<file path="config.mk">
export PLATFORM = sky130hd
export DESIGN_NAME = decode_top
export DESIGN_NICKNAME = d
export VERILOG_FILES = /design/src/rtl/rv_decode_pkg.sv /design/src/rtl/instr_latch.sv /design/src/rtl/instr_decoder.sv /design/src/rtl/imm_gen.sv /design/src/rtl/reg_file.sv /design/src/rtl/hazard_unit.sv /design/src/rtl/decode_stage.sv /design/src/rtl/decode_top.sv
export VERILOG_INCLUDE_DIRS = /design/src /design/src/rtl
export SDC_FILE = /design/constraint.sdc
export NUM_CORES = 2
export LEC_CHECK = 0
export BUFFER_PORTS_ARGS = -buffer_cell sky130_fd_sc_hd__clkbuf_2
export CAP_MARGIN = 15
export CORE_AREA = 2 2 355 357
export CTS_CLUSTER_SIZE = 14
export DETAILED_ROUTE_END_ITERATION = 7
export DIE_AREA = 0 0 357 359
export PLACE_DENSITY_LB_ADDON = 0.25
export SETUP_SLACK_MARGIN = 0.05
export SLEW_MARGIN = 20
export SYNTH_ARGS = -nofsm -noshare
export SYNTH_HDL_FRONTEND = slang
export SYNTH_SLANG_ARGS = --single-unit
</file>
<file path="constraint.sdc">
create_clock -name clk_i -period 4.77 [get_ports clk_i]
set_clock_uncertainty 0.2 [all_clocks]
set_input_delay 0.7155 -clock clk_i [delete_from_list [all_inputs] [get_ports clk_i]]
set_output_delay 0.7155 -clock clk_i [all_outputs]
set_load 0.05 [all_outputs]
</file>
<file path="src/rtl/rv_decode_defines.svh">
`ifndef RV_DECODE_DEFINES_SVH
`define RV_DECODE_DEFINES_SVH

`define RV_XLEN  32
`define RV_NREGS 32

//////////////////////////////////////////////////
// Major opcodes
//////////////////////////////////////////////////
`define RV_OP_LUI    7'b0110111
`define RV_OP_AUIPC  7'b0010111
`define RV_OP_JAL    7'b1101111
`define RV_OP_JALR   7'b1100111
`define RV_OP_BRANCH 7'b1100011
`define RV_OP_LOAD   7'b0000011
`define RV_OP_STORE  7'b0100011
`define RV_OP_IMM    7'b0010011
`define RV_OP_REG    7'b0110011

// funct7 groups
`define RV_FUNCT7_BASE   7'b0000000
`define RV_FUNCT7_ALT    7'b0100000  // sub and sra
`define RV_FUNCT7_MULDIV 7'b0000001

// ALU funct3
`define RV_F3_ADD  3'b000
`define RV_F3_SLL  3'b001
`define RV_F3_SLT  3'b010
`define RV_F3_SLTU 3'b011
`define RV_F3_XOR  3'b100
`define RV_F3_SR   3'b101
`define RV_F3_OR   3'b110
`define RV_F3_AND  3'b111

`define RV_NOP 32'h0000_0013  // addi x0, x0, 0

`endif

</file>
<file path="src/rtl/rv_decode_pkg.sv">
package rv_decode_pkg;

   //////////////////////////////////////////////////
   // Instruction formats, MSB first
   //////////////////////////////////////////////////
   typedef struct packed {
      logic [6:0] funct7;
      logic [4:0] rs2;
      logic [4:0] rs1;
      logic [2:0] funct3;
      logic [4:0] rd;
      logic [6:0] opcode;
   } rtype_t;

   typedef struct packed {
      logic [11:0] imm;
      logic [4:0]  rs1;
      logic [2:0]  funct3;
      logic [4:0]  rd;
      logic [6:0]  opcode;
   } itype_t;

   typedef struct packed {
      logic [6:0] imm_hi;
      logic [4:0] rs2;
      logic [4:0] rs1;
      logic [2:0] funct3;
      logic [4:0] imm_lo;
      logic [6:0] opcode;
   } stype_t;

   typedef struct packed {
      logic       imm12;
      logic [5:0] imm10_5;
      logic [4:0] rs2;
      logic [4:0] rs1;
      logic [2:0] funct3;
      logic [3:0] imm4_1;
      logic       imm11;
      logic [6:0] opcode;
   } btype_t;

   typedef struct packed {
      logic [19:0] imm;      // Bits 31:12 of the result
      logic [4:0]  rd;
      logic [6:0]  opcode;
   } utype_t;

   typedef struct packed {
      logic       imm20;
      logic [9:0] imm10_1;
      logic       imm11;
      logic [7:0] imm19_12;
      logic [4:0] rd;
      logic [6:0] opcode;
   } jtype_t;

   // Same 32 bits, six readings
   typedef union packed {
      logic [31:0] raw;
      rtype_t      r;
      itype_t      i;
      stype_t      s;
      btype_t      b;
      utype_t      u;
      jtype_t      j;
   } instr_u;

   typedef enum logic [3:0] {
      ALU_ADD, ALU_SUB, ALU_SLL, ALU_SLT, ALU_SLTU, ALU_XOR,
      ALU_SRL, ALU_SRA, ALU_OR, ALU_AND, ALU_PASS_B
   } alu_op_e;

   typedef enum logic [1:0] {WB_ALU, WB_MEM, WB_PC4, WB_MDU} wb_sel_e;

   typedef enum logic [1:0] {BR_NONE, BR_BRANCH, BR_JAL, BR_JALR} br_op_e;

   typedef enum logic [2:0] {IMM_I, IMM_S, IMM_B, IMM_U, IMM_J} imm_kind_e;

endpackage

</file>
<file path="src/rtl/instr_latch.sv">
`include "rv_decode_defines.svh"

module instr_latch import rv_decode_pkg::*; (
   input  logic        clk_i,
   input  logic        rst_i,
   input  logic [31:0] instr_i,
   input  logic [29:0] pc_i,    // Word address
   input  logic        hold_i,
   input  logic        flush_i,
   output instr_u      instr_o,
   output logic [29:0] pc_o
);

   //////////////////////////////////////////////////
   // Fetch to decode register
   //////////////////////////////////////////////////

   // Flush wins over hold, so a taken branch
   // never leaves a stale word behind
   always_ff @(posedge clk_i) begin
      if (rst_i || flush_i) begin
         instr_o.raw <= `RV_NOP;
         pc_o        <= '0;
      end else if (!hold_i) begin
         instr_o.raw <= instr_i;
         pc_o        <= pc_i;
      end
   end

endmodule

</file>
<file path="src/rtl/instr_decoder.sv">
`include "rv_decode_defines.svh"

module instr_decoder import rv_decode_pkg::*; (
   input  instr_u    instr_i,
   input  logic      m_supported_i,
   output alu_op_e   alu_op_o,
   output logic      op1_pc_o,
   output logic      op2_imm_o,
   output wb_sel_e   wb_sel_o,
   output logic      reg_wr_o,
   output logic      is_load_o,
   output logic      is_store_o,
   output br_op_e    br_op_o,
   output logic      mdu_en_o,
   output imm_kind_e imm_kind_o,
   output logic      illegal_o
);

   // funct3 to ALU op, alt picks sub / sra
   function automatic alu_op_e alu_of(input logic [2:0] f3, input logic alt);
      case (f3)
         `RV_F3_ADD:  alu_of = alt ? ALU_SUB : ALU_ADD;
         `RV_F3_SLL:  alu_of = ALU_SLL;
         `RV_F3_SLT:  alu_of = ALU_SLT;
         `RV_F3_SLTU: alu_of = ALU_SLTU;
         `RV_F3_XOR:  alu_of = ALU_XOR;
         `RV_F3_SR:   alu_of = alt ? ALU_SRA : ALU_SRL;
         `RV_F3_OR:   alu_of = ALU_OR;
         default:     alu_of = ALU_AND;
      endcase
   endfunction

   logic [2:0] f3;
   logic [6:0] f7;

   assign f3 = instr_i.r.funct3;
   assign f7 = instr_i.r.funct7;

   always_comb begin
      alu_op_o   = ALU_ADD;
      op1_pc_o   = 1'b0;
      op2_imm_o  = 1'b0;
      wb_sel_o   = WB_ALU;
      reg_wr_o   = 1'b0;
      is_load_o  = 1'b0;
      is_store_o = 1'b0;
      br_op_o    = BR_NONE;
      mdu_en_o   = 1'b0;
      imm_kind_o = IMM_I;
      illegal_o  = 1'b0;

      case (instr_i.r.opcode)
         `RV_OP_LUI: begin
            alu_op_o   = ALU_PASS_B;
            op2_imm_o  = 1'b1;
            reg_wr_o   = 1'b1;
            imm_kind_o = IMM_U;
         end
         `RV_OP_AUIPC: begin
            op1_pc_o   = 1'b1;
            op2_imm_o  = 1'b1;
            reg_wr_o   = 1'b1;
            imm_kind_o = IMM_U;
         end
         `RV_OP_JAL: begin  // ALU forms pc + imm
            op1_pc_o   = 1'b1;
            op2_imm_o  = 1'b1;
            wb_sel_o   = WB_PC4;
            reg_wr_o   = 1'b1;
            br_op_o    = BR_JAL;
            imm_kind_o = IMM_J;
         end
         `RV_OP_JALR: begin
            op2_imm_o  = 1'b1;
            wb_sel_o   = WB_PC4;
            reg_wr_o   = 1'b1;
            br_op_o    = BR_JALR;
            illegal_o  = (f3 != 3'b000);
         end
         `RV_OP_BRANCH: begin
            op1_pc_o   = 1'b1;
            op2_imm_o  = 1'b1;
            br_op_o    = BR_BRANCH;
            imm_kind_o = IMM_B;
            illegal_o  = (f3[2:1] == 2'b01);  // No beq/bne variants at 010/011
         end
         `RV_OP_LOAD: begin
            op2_imm_o  = 1'b1;
            wb_sel_o   = WB_MEM;
            reg_wr_o   = 1'b1;
            is_load_o  = 1'b1;
            illegal_o  = (f3 == 3'b011) || (f3[2:1] == 2'b11);
         end
         `RV_OP_STORE: begin
            op2_imm_o  = 1'b1;
            is_store_o = 1'b1;
            imm_kind_o = IMM_S;
            illegal_o  = (f3[2] || f3 == 3'b011);
         end
         `RV_OP_IMM: begin
            op2_imm_o  = 1'b1;
            reg_wr_o   = 1'b1;
            // Bit 30 is only a selector for the right shift
            alu_op_o   = alu_of(f3, (f3 == `RV_F3_SR) && f7[5]);
            if (f3 == `RV_F3_SLL)
               illegal_o = (f7 != `RV_FUNCT7_BASE);
            else if (f3 == `RV_F3_SR)
               illegal_o = (f7 != `RV_FUNCT7_BASE) && (f7 != `RV_FUNCT7_ALT);
         end
         `RV_OP_REG: begin
            reg_wr_o = 1'b1;
            case (f7)
               `RV_FUNCT7_MULDIV: begin
                  mdu_en_o  = m_supported_i;
                  wb_sel_o  = WB_MDU;
                  illegal_o = !m_supported_i;
               end
               `RV_FUNCT7_BASE: alu_op_o = alu_of(f3, 1'b0);
               `RV_FUNCT7_ALT: begin
                  alu_op_o  = alu_of(f3, 1'b1);
                  illegal_o = (f3 != `RV_F3_ADD) && (f3 != `RV_F3_SR);
               end
               default: illegal_o = 1'b1;
            endcase
         end
         default: illegal_o = 1'b1;
      endcase
   end

endmodule

</file>
<file path="src/rtl/imm_gen.sv">
`include "rv_decode_defines.svh"

module imm_gen import rv_decode_pkg::*; (
   input  instr_u                instr_i,
   input  imm_kind_e             kind_i,
   output logic [`RV_XLEN-1:0]   imm_o
);

   //////////////////////////////////////////////////
   // Immediate assembly per format
   //////////////////////////////////////////////////

   always_comb begin
      case (kind_i)
         IMM_I: imm_o = {{20{instr_i.i.imm[11]}}, instr_i.i.imm};
         IMM_S: imm_o = {{20{instr_i.s.imm_hi[6]}},
                         instr_i.s.imm_hi,
                         instr_i.s.imm_lo};
         IMM_B: imm_o = {{19{instr_i.b.imm12}},
                         instr_i.b.imm12,
                         instr_i.b.imm11,
                         instr_i.b.imm10_5,
                         instr_i.b.imm4_1,
                         1'b0};                // Halfword aligned
         IMM_U: imm_o = {instr_i.u.imm, 12'b0};
         IMM_J: imm_o = {{11{instr_i.j.imm20}},
                         instr_i.j.imm20,
                         instr_i.j.imm19_12,
                         instr_i.j.imm11,
                         instr_i.j.imm10_1,
                         1'b0};
         default: imm_o = '0;  // Unused kind codes
      endcase
   end

endmodule

</file>
<file path="src/rtl/reg_file.sv">
`include "rv_decode_defines.svh"

module reg_file (
   input  logic                clk_i,
   input  logic                rst_i,
   input  logic [4:0]          wr_addr_i,
   input  logic [`RV_XLEN-1:0] wr_data_i,
   input  logic [4:0]          rs1_addr_i,
   input  logic [4:0]          rs2_addr_i,
   output logic [`RV_XLEN-1:0] rs1_data_o,
   output logic [`RV_XLEN-1:0] rs2_data_o
);

   logic [`RV_XLEN-1:0] regs [`RV_NREGS];

   always_ff @(posedge clk_i) begin
      if (rst_i) begin
         for (int k = 0; k < `RV_NREGS; k++)
            regs[k] <= '0;
      end else if (wr_addr_i != 5'd0) begin  // x0 never stored
         regs[wr_addr_i] <= wr_data_i;
      end
   end

   // Write-first read, the same-edge writeback is visible
   function automatic logic [`RV_XLEN-1:0] read_port(input logic [4:0] addr);
      if (addr == 5'd0)
         read_port = '0;
      else if (addr == wr_addr_i)
         read_port = wr_data_i;
      else
         read_port = regs[addr];
   endfunction

   always_comb begin
      rs1_data_o = read_port(rs1_addr_i);
      rs2_data_o = read_port(rs2_addr_i);
   end

endmodule

</file>
<file path="src/rtl/hazard_unit.sv">
module hazard_unit (
   input  logic       ex_is_load_i,   // Load now leaving toward execute
   input  logic [4:0] ex_rd_i,
   input  logic [4:0] rs1_i,          // Sources of the decoding word
   input  logic [4:0] rs2_i,
   input  logic       branching_i,
   output logic       stall_o
);

   logic rd_match;

   // x0 is never a real dependency
   assign rd_match = (ex_rd_i != 5'd0) &&
                     ((ex_rd_i == rs1_i) || (ex_rd_i == rs2_i));

   // A flush discards the dependent word anyway
   assign stall_o = ex_is_load_i && rd_match && !branching_i;

endmodule

</file>
<file path="src/rtl/decode_stage.sv">
`include "rv_decode_defines.svh"

module decode_stage import rv_decode_pkg::*; (
   input  logic                clk_i,
   input  logic                rst_i,
   input  instr_u              instr_i,
   input  logic [29:0]         pc_i,
   input  logic                busywait_i,
   input  logic                branching_i,
   input  logic                m_supported_i,
   input  logic [4:0]          wb_rd_i,
   input  logic [`RV_XLEN-1:0] wb_data_i,
   output logic                load_stall_o,

   output logic [29:0]         pc_o,
   output logic [`RV_XLEN-1:0] rs1_value_o,
   output logic [`RV_XLEN-1:0] rs2_value_o,
   output logic [`RV_XLEN-1:0] imm_o,
   output alu_op_e             alu_op_o,
   output logic                op1_pc_o,
   output logic                op2_imm_o,
   output wb_sel_e             wb_sel_o,
   output logic [4:0]          rd_o,
   output logic [4:0]          rs1_o,
   output logic [4:0]          rs2_o,
   output logic [2:0]          funct3_o,
   output logic                is_load_o,
   output logic                is_store_o,
   output br_op_e              br_op_o,
   output logic                mdu_en_o,
   output logic                illegal_o
);

   alu_op_e             alu_op;
   wb_sel_e             wb_sel;
   br_op_e              br_op;
   imm_kind_e           imm_kind;
   logic                op1_pc, op2_imm, reg_wr;
   logic                is_load, is_store, mdu_en, illegal;
   logic [`RV_XLEN-1:0] rs1_value, rs2_value, imm;
   logic                bubble;

   instr_decoder u_decoder (
      .instr_i       (instr_i),
      .m_supported_i (m_supported_i),
      .alu_op_o      (alu_op),
      .op1_pc_o      (op1_pc),
      .op2_imm_o     (op2_imm),
      .wb_sel_o      (wb_sel),
      .reg_wr_o      (reg_wr),
      .is_load_o     (is_load),
      .is_store_o    (is_store),
      .br_op_o       (br_op),
      .mdu_en_o      (mdu_en),
      .imm_kind_o    (imm_kind),
      .illegal_o     (illegal)
   );

   imm_gen u_imm_gen (
      .instr_i (instr_i),
      .kind_i  (imm_kind),
      .imm_o   (imm)
   );

   reg_file u_reg_file (
      .clk_i      (clk_i),
      .rst_i      (rst_i),
      .wr_addr_i  (wb_rd_i),
      .wr_data_i  (wb_data_i),
      .rs1_addr_i (instr_i.r.rs1),
      .rs2_addr_i (instr_i.r.rs2),
      .rs1_data_o (rs1_value),
      .rs2_data_o (rs2_value)
   );

   // Checked against the bundle already registered for execute
   hazard_unit u_hazard (
      .ex_is_load_i (is_load_o),
      .ex_rd_i      (rd_o),
      .rs1_i        (instr_i.r.rs1),
      .rs2_i        (instr_i.r.rs2),
      .branching_i  (branching_i),
      .stall_o      (load_stall_o)
   );

   //////////////////////////////////////////////////
   // Execute bundle
   //////////////////////////////////////////////////

   // Busywait outranks the load stall and freezes the bundle
   assign bubble = rst_i || branching_i || (!busywait_i && load_stall_o);

   always_ff @(posedge clk_i) begin
      if (bubble) begin
         alu_op_o   <= ALU_ADD;
         op1_pc_o   <= 1'b0;
         op2_imm_o  <= 1'b0;
         wb_sel_o   <= WB_ALU;
         rd_o       <= 5'd0;
         rs1_o      <= 5'd0;
         rs2_o      <= 5'd0;
         funct3_o   <= 3'd0;
         is_load_o  <= 1'b0;
         is_store_o <= 1'b0;
         br_op_o    <= BR_NONE;
         mdu_en_o   <= 1'b0;
         illegal_o  <= 1'b0;
      end else if (!busywait_i) begin
         // Illegal words run as a bubble with only the flag kept
         alu_op_o   <= illegal ? ALU_ADD : alu_op;
         op1_pc_o   <= op1_pc && !illegal;
         op2_imm_o  <= op2_imm && !illegal;
         wb_sel_o   <= illegal ? WB_ALU : wb_sel;
         rd_o       <= (reg_wr && !illegal) ? instr_i.r.rd : 5'd0;
         rs1_o      <= instr_i.r.rs1;
         rs2_o      <= instr_i.r.rs2;
         funct3_o   <= instr_i.r.funct3;
         is_load_o  <= is_load && !illegal;
         is_store_o <= is_store && !illegal;
         br_op_o    <= illegal ? BR_NONE : br_op;
         mdu_en_o   <= mdu_en && !illegal;
         illegal_o  <= illegal;
      end
   end

   // Data half, meaningless under a bubble
   always_ff @(posedge clk_i) begin
      if (!busywait_i) begin
         pc_o        <= pc_i;
         rs1_value_o <= rs1_value;
         rs2_value_o <= rs2_value;
         imm_o       <= imm;
      end
   end

endmodule

</file>
<file path="src/rtl/decode_top.sv">
`include "rv_decode_defines.svh"

module decode_top import rv_decode_pkg::*; (
   input  logic                clk_i,
   input  logic                rst_i,
   input  logic [31:0]         instr_i,
   input  logic [29:0]         pc_i,
   input  logic                busywait_i,
   input  logic                branching_i,
   input  logic                m_supported_i,
   input  logic [4:0]          wb_rd_i,
   input  logic [`RV_XLEN-1:0] wb_data_i,

   output logic [29:0]         pc_o,
   output logic [`RV_XLEN-1:0] rs1_value_o,
   output logic [`RV_XLEN-1:0] rs2_value_o,
   output logic [`RV_XLEN-1:0] imm_o,
   output alu_op_e             alu_op_o,
   output logic                op1_pc_o,
   output logic                op2_imm_o,
   output wb_sel_e             wb_sel_o,
   output logic [4:0]          rd_o,
   output logic [4:0]          rs1_o,
   output logic [4:0]          rs2_o,
   output logic [2:0]          funct3_o,
   output logic                is_load_o,
   output logic                is_store_o,
   output br_op_e              br_op_o,
   output logic                mdu_en_o,
   output logic                illegal_o,
   output logic                load_stall_o
);

   instr_u      if_instr;
   logic [29:0] if_pc;
   logic        latch_hold;

   // Memory back-pressure or a load-use stall keeps the fetched word
   assign latch_hold = busywait_i || load_stall_o;

   instr_latch u_instr_latch (
      .clk_i   (clk_i),
      .rst_i   (rst_i),
      .instr_i (instr_i),
      .pc_i    (pc_i),
      .hold_i  (latch_hold),
      .flush_i (branching_i),
      .instr_o (if_instr),
      .pc_o    (if_pc)
   );

   decode_stage u_decode_stage (
      .clk_i         (clk_i),
      .rst_i         (rst_i),
      .instr_i       (if_instr),
      .pc_i          (if_pc),
      .busywait_i    (busywait_i),
      .branching_i   (branching_i),
      .m_supported_i (m_supported_i),
      .wb_rd_i       (wb_rd_i),
      .wb_data_i     (wb_data_i),
      .load_stall_o  (load_stall_o),
      .pc_o          (pc_o),
      .rs1_value_o   (rs1_value_o),
      .rs2_value_o   (rs2_value_o),
      .imm_o         (imm_o),
      .alu_op_o      (alu_op_o),
      .op1_pc_o      (op1_pc_o),
      .op2_imm_o     (op2_imm_o),
      .wb_sel_o      (wb_sel_o),
      .rd_o          (rd_o),
      .rs1_o         (rs1_o),
      .rs2_o         (rs2_o),
      .funct3_o      (funct3_o),
      .is_load_o     (is_load_o),
      .is_store_o    (is_store_o),
      .br_op_o       (br_op_o),
      .mdu_en_o      (mdu_en_o),
      .illegal_o     (illegal_o)
   );

endmodule

</file>
Word level (Yosys, flattened, before mapping)
Memory sizes are Yosys's and may differ from the RTL's. A register that Yosys moved wholly into a read port is not among the register bits.
Cells that the tools add are included.
{"block": "classes", "eq_ne": 29, "reduce_logical": 39, "mux": 41, "bitwise": 0, "div_mod_pow": 0, "n_addsub": 0, "order_cmp": 0, "mul": 0, "shift": 0}
{"op": "case mux 32 bit (5 select lines)", "n": 1}
{"op": "2-to-1 mux 32 bit", "n": 3}
{"op": "case mux 4 bit (7 select lines)", "n": 3}
{"op": "OR reduction 32 bit", "n": 1}
{"op": "2-to-1 mux 5 bit", "n": 6}
{"op": "== test 7 x 6 -> 1 bit (second input constant)", "n": 4}
{"op": "== test 7 bit (second input constant)", "n": 3}
{"op": "== test 5 bit", "n": 4}
{"op": "2-to-1 mux 1 bit", "n": 17}
{"op": "== test 7 x 5 -> 1 bit (second input constant)", "n": 2}
{"op": "logical AND 1 bit", "n": 13}
{"op": "== test 3 x 2 -> 1 bit (second input constant)", "n": 4}
{"op": "== test 3 bit (second input constant)", "n": 4}
{"op": "case mux 2 bit (3 select lines)", "n": 2}
{"op": "case mux 3 bit (4 select lines)", "n": 1}
{"op": "case mux 4 bit (3 select lines)", "n": 1}
{"op": "logical NOT 5 bit", "n": 2}
{"op": "nonzero test 5 bit", "n": 2}
{"op": "case mux 4 bit (2 select lines)", "n": 1}
{"op": "OR reduction 8 bit", "n": 1}
{"op": "== test 7 x 1 -> 1 bit (second input constant)", "n": 1}
{"op": "== test 7 x 2 -> 1 bit (second input constant)", "n": 1}
{"op": "logical NOT 7 bit", "n": 1}
{"op": "!= test 7 x 6 -> 1 bit (second input constant)", "n": 1}
{"op": "other kinds (16)", "n": 30}
{"block": "word_totals", "latchBits": 0, "wordCells": 129, "romBits": 0, "n_memories": 1, "ram_bits": 1024, "inputBits": 104, "reg_bits": 220, "out_inout_bits": 159}
{"name": "u_decode_stage.u_reg_file.regs", "words": 32, "word_bits": 32, "rd": 2, "rd_clocked_by_memory_dff": 2, "wr": 32, "line_no": "reg_file.sv:14", "source": "logic [`RV_XLEN-1:0] regs [`RV_NREGS];"}

Depth between registers and ports, before layout
{"block": "depth", "ltp_word": 8, "mapped_depth": 9, "depth_no_buf": 6}

Cells and area by module
Synthesis repeated with hierarchy kept, for this count alone.
{"block": "unflattened", "hier_cells": 4387, "hier_area_um2": 63579.7}
{"mod": "reg_file", "seq_area_each_um2": 30749.5, "instances": 1, "cells_per_inst": 3736, "area_each_um2": 55051.5}
{"mod": "decode_stage", "seq_area_each_um2": 4424.2, "instances": 1, "cells_per_inst": 257, "area_each_um2": 5166.2}
{"mod": "instr_latch", "seq_area_each_um2": 1241.2, "instances": 1, "cells_per_inst": 202, "area_each_um2": 2202.1}
{"mod": "imm_gen", "seq_area_each_um2": 0.0, "instances": 1, "cells_per_inst": 94, "area_each_um2": 540.5}
{"mod": "instr_decoder", "seq_area_each_um2": 0.0, "instances": 1, "cells_per_inst": 79, "area_each_um2": 481.7}
{"mod": "hazard_unit", "seq_area_each_um2": 0.0, "instances": 1, "cells_per_inst": 18, "area_each_um2": 131.4}
{"mod": "decode_top", "seq_area_each_um2": 0.0, "instances": 1, "cells_per_inst": 1, "area_each_um2": 6.3}

Worst setup path after synthesis
Ideal clock, no wire load.
{"block": "synth_path", "kind": "in2reg", "startpoint": "input busywait_i", "endpoint": "register u_decode_stage.mdu_en_o", "arrival_ns": 4.531, "path_slack_ns": -0.031, "required_ns": 4.500, "path_buffers": 2, "cell_stages": 8, "setup_ns": 0.070, "path_cell_list": "clkbuf_1 -> inv_1 -> o21ai_0 -> o21a_1 -> a21oi_4 -> buf_6 -> nand3_1 -> a21oi_1"}
{"block": "synth_between", "elab_chain_len": 3}
{"item": "start, declared", "line_no": "decode_top.sv:8", "source": "input logic busywait_i,"}
{"item": "logical NOT 1 bit", "line_no": "decode_stage.sv:91", "source": "assign bubble = rst_i || branching_i || (!busywait_i && load_stall_o);"}
{"item": "logical AND 1 bit", "line_no": "decode_stage.sv:91"}
{"item": "logical OR 1 bit", "line_no": "decode_stage.sv:91"}
{"item": "end signal, assigned", "line_no": "decode_stage.sv:121", "source": "mdu_en_o <= mdu_en && !illegal;"}
{"item": "end, declared", "line_no": "decode_stage.sv:30", "source": "output logic mdu_en_o,"}
Several ways; a longest one is shown, not always the timed one.
A chain may end at the register's enable or synchronous reset.

Final worst setup path
{"block": "layout_path", "startpoint": "register u_instr_latch.instr_o[22] (netlist bit)", "endpoint": "output load_stall_o"}
{"block": "layout_between", "elab_chain_len": 5}
{"item": "start, declared", "line_no": "instr_latch.sv:10", "source": "output instr_u instr_o,"}
{"item": "== test 5 bit", "line_no": "hazard_unit.sv:14", "source": "((ex_rd_i == rs1_i) || (ex_rd_i == rs2_i));"}
{"item": "logical OR 1 bit", "line_no": "hazard_unit.sv:14"}
{"item": "logical AND 1 bit", "line_no": "hazard_unit.sv:13", "source": "assign rd_match = (ex_rd_i != 5'd0) &&"}
{"item": "logical AND 1 bit (2 in series)", "line_no": "hazard_unit.sv:17", "source": "assign stall_o = ex_is_load_i && rd_match && !branching_i;"}
{"item": "end, declared", "line_no": "decode_top.sv:31", "source": "output logic load_stall_o"}
Every way passes these cells.

==> results.toml <==
[sta]
fin_tns_setup_ps = 0
hold_viol_final = 0
max_freq_mhz = 293
fin_crit_sh_pct = 71.5
setup_slack_ps = 1360
rsz0062_at_grt = "false"
max_slew.worst_pin.slew_ps = 1200
slew-limit-headroom_pct = 20.0
min_period_ps = 3410
maxSlewViolCount = 0
setup_viol = 0

[die]
core_mm2 = 0.125
die-area_mm2 = 0.128
fp-row-count = 130
die_w_um = 357
die_h_um = 359
start_util_pct = 49.6
io_pins = 263

[critical_path]
cp_slowest_cell = "dfxtp_1"
required_ps = 3850
crit_path_max_fanout = 9
slowest_delay_ps = 640
path_cells = "xnor2_1 > nand3_1 > o22ai_1 > and2_1 > clkbuf_2"
cp.arrival_ps = 2500
criticalPathCategory = "flop to output pin"
worst_setup_path_start_kind = "flop"
endpoint_kind = "output pin"

[cts]
post_cts_resized = 0
clk_latency_ps = 800
cts_made_buffers = 136
clk_pin_slew_ps = 60
cts_root_buffer = "clkbuf_16"
cts_max_path_buffers = 3
htreeDepth = 4
tritoncts = "built"
cts_sinks = 1254

[cells_and_area]
seq_area_mm2 = 0.0366
fin_util_pct = 55.9
design_area_mm2 = 0.0696
mostFrequentLayoutCell = "edfxtp_1"
nFillCells = 9912
fin_nets = 4434
drive_above_1_share_pct = 26.4
multi_input_area_mm2 = 0.0236
areaGrowthSynthToFinish_pct = 12.8
layout_common_cells = "edfxtp_1, and2_1, mux4_2, clkbuf_2, o22ai_1"

[global_route]
grtUsageTotal_pct = 29.4
grt_pass1_vias = 38784
grt_start_max_net_pins = 114
grt_pass1_wl_mm = 270
grt_overflow = 0
antenna_found_initial = 10

[synthesis]
synth_seq_cells = 1254
synth.cell_area_mm2 = 0.0618
syn_area_per_cell_um2 = 14.9
ys_async_sr_fraction_pct = 0
ys.flop_type = "edfxtp_1"
synth_edf_count = 1150
syn_inst = 4153
synth_cell_type_count = 56
ys_seq_area_share_pct = 59.3
ys_warn_count = 0

[route]
ant_nets = 0
vias = 39045
drtIter0Drc = 5272
vias_per_cell = 6.41
finalWirelength_mm = 189
drc = 0
dr.pass1.iters = 6
detail_route.wl_per_cell_um = 31.1

[power_and_ir_drop]
peakVddDrop_uv = 385
p_total_mw = 25.8
p_leak_nw = 23.5
power.density_mw_per_mm2 = 371

[placement]
pre_cts_ws_ps = 1140
portBuffers = 262
placed_area_mm2 = 0.0648
gp_congestion = 0.879
dpl.hpwl_mm = 114

[job]
cap_viol_max_count = 0

[outcome]
outcome = "finished, final reports clean"

[hold_path]
hold_path_class = "input port to flop"
layout make-up:
cell class                 instances  area share (%)
timing repair buffer             443            4.42
tap                             1650            2.96
sequential                      1254            52.6
clock buffer                     172            5.26
antenna                            3          0.0108
inverter                           8          0.0485
multi-input combinational       2487            33.9
clock inverter                    74           0.812
power breakdown:
part	internal, mW	leakage (nW)	switching [mW]	total, mW
combinational	0.935	9.49	1.60	2.53
clock	5.82	2.07	4.46	10.3
sequential	12.6	11.9	0.360	13.0
total	19.4	23.5	6.42	25.8
state kept, by name (all words and copies together) (netlist names), 3 cells and up, named ones only:
signal                          flops
u_decode_stage.alu_op_o             4
u_decode_stage.rs1_value_o         32
u_decode_stage.pc_o                30
u_decode_stage.u_reg_file.regs   1024
u_decode_stage.rd_o                 5
u_decode_stage.funct3_o             3
u_decode_stage.rs2_o                5
u_decode_stage.imm_o               32
u_decode_stage.rs1_o                5
u_instr_latch.instr_o              32
u_decode_stage.rs2_value_o         32
u_instr_latch.pc_o                 30
synth_stat cells (2+ instances only):
cell         n  area share (%)
and3_1       6           0.061
or2_2       32            0.32
mux4_2     512              19
dfxtp_1    104             3.4
a21oi_1     11           0.089
o22ai_1    257             2.6
buf_1       14           0.085
and2_1     995              10
mux2i_1     14            0.23
nand2_1     75            0.46
edfxtp_1  1150              56
buf_6        3           0.055
and3b_1      2           0.028
a21oi_2      2           0.028
a21o_1      21            0.26
o21ai_1      8           0.065
o21ai_0     57            0.46
xor2_1       6           0.085
buf_2       72            0.58
nand3_1     72            0.58
a22o_1       6           0.085
nor4_1       2           0.020
o21a_1       2           0.024
or3_1        3           0.030
a32oi_1     15            0.21
or3b_2       6           0.085
clkbuf_1   338             2.1
mux2_2       2           0.036
nand2b_1     4           0.041
nand3b_1    11            0.13
a32o_1      64             1.0
nor2_1     211             1.3
o31ai_1      9            0.11
buf_4        7           0.085
xnor2_1     15            0.21
or4_1        4           0.049
inv_1        8           0.049
nor3_1       9           0.073
nor2b_1      7           0.071
routing by layer:
layer / vias to the layer above / routed length [um] / GRT usage, %
met2: 2332 / 88200 / 45.6
met4: 18 / 9850 / 14.4
met3: 466 / 19300 / 6.66
met5: - / 163 / 0.340
met1: 19942 / 71800 / 39.3
li1: 16287 / - / -
path summary, 6_finish.rpt:
| check | depth (start not counted) | to | slack (ps) | start |
|---|---|---|---|---|
| worst min-delay path | 3 | flop | 70 | instr_i[24] |
| worst max register to register | 5 | u_decode_stage.rs2_value_o[17] | 1530 | flop |
| worst min register to register | 0 | u_decode_stage.pc_o[18] | 230 | u_instr_latch.pc_o[18] |
| worst max-delay path | 5 | load_stall_o | 1360 | u_instr_latch.instr_o[22] |
worst max-delay path, delay by kind of cell, from the launching register on:
family	cells	cell delay (ps)
DFF	1	640
and+or+nand+nor	2	320
buffers and inverters	1	290
AOI/OAI and AO/OA	1	290
xor gates and xnor gates	1	180
stage by stage:
step	cells	hold WS (ps)
after floorplan	4184	208
after global placement	5784	210
after detailed placement	5785	215
after CTS	6087	1.78
after global routing	6088	51.1
final	6091	65.0
cells by family (layout without fill, tap and decap cells):
kind of cell / count (synthesis) / count (layout) / synth area share [%]
AND/OR/NAND/NOR: 1448 / 1448 / 13.5
XOR/XNOR: 21 / 21 / 0.298
multiplexers: 528 / 528 / 18.9
other: 1 / 35 / 0.00607
flip-flops: 1254 / 1254 / 59.3
AO/OA/AOI/OAI: 458 / 458 / 5.08
buffers and inverters: 443 / 697 / 2.92
timing repair:
action	in CTS	in global routing
buffers inserted	0	0
hold endpoints to repair	60	0
hold buffers	56	0
Note: power is estimated with default switching activity, not from simulation.
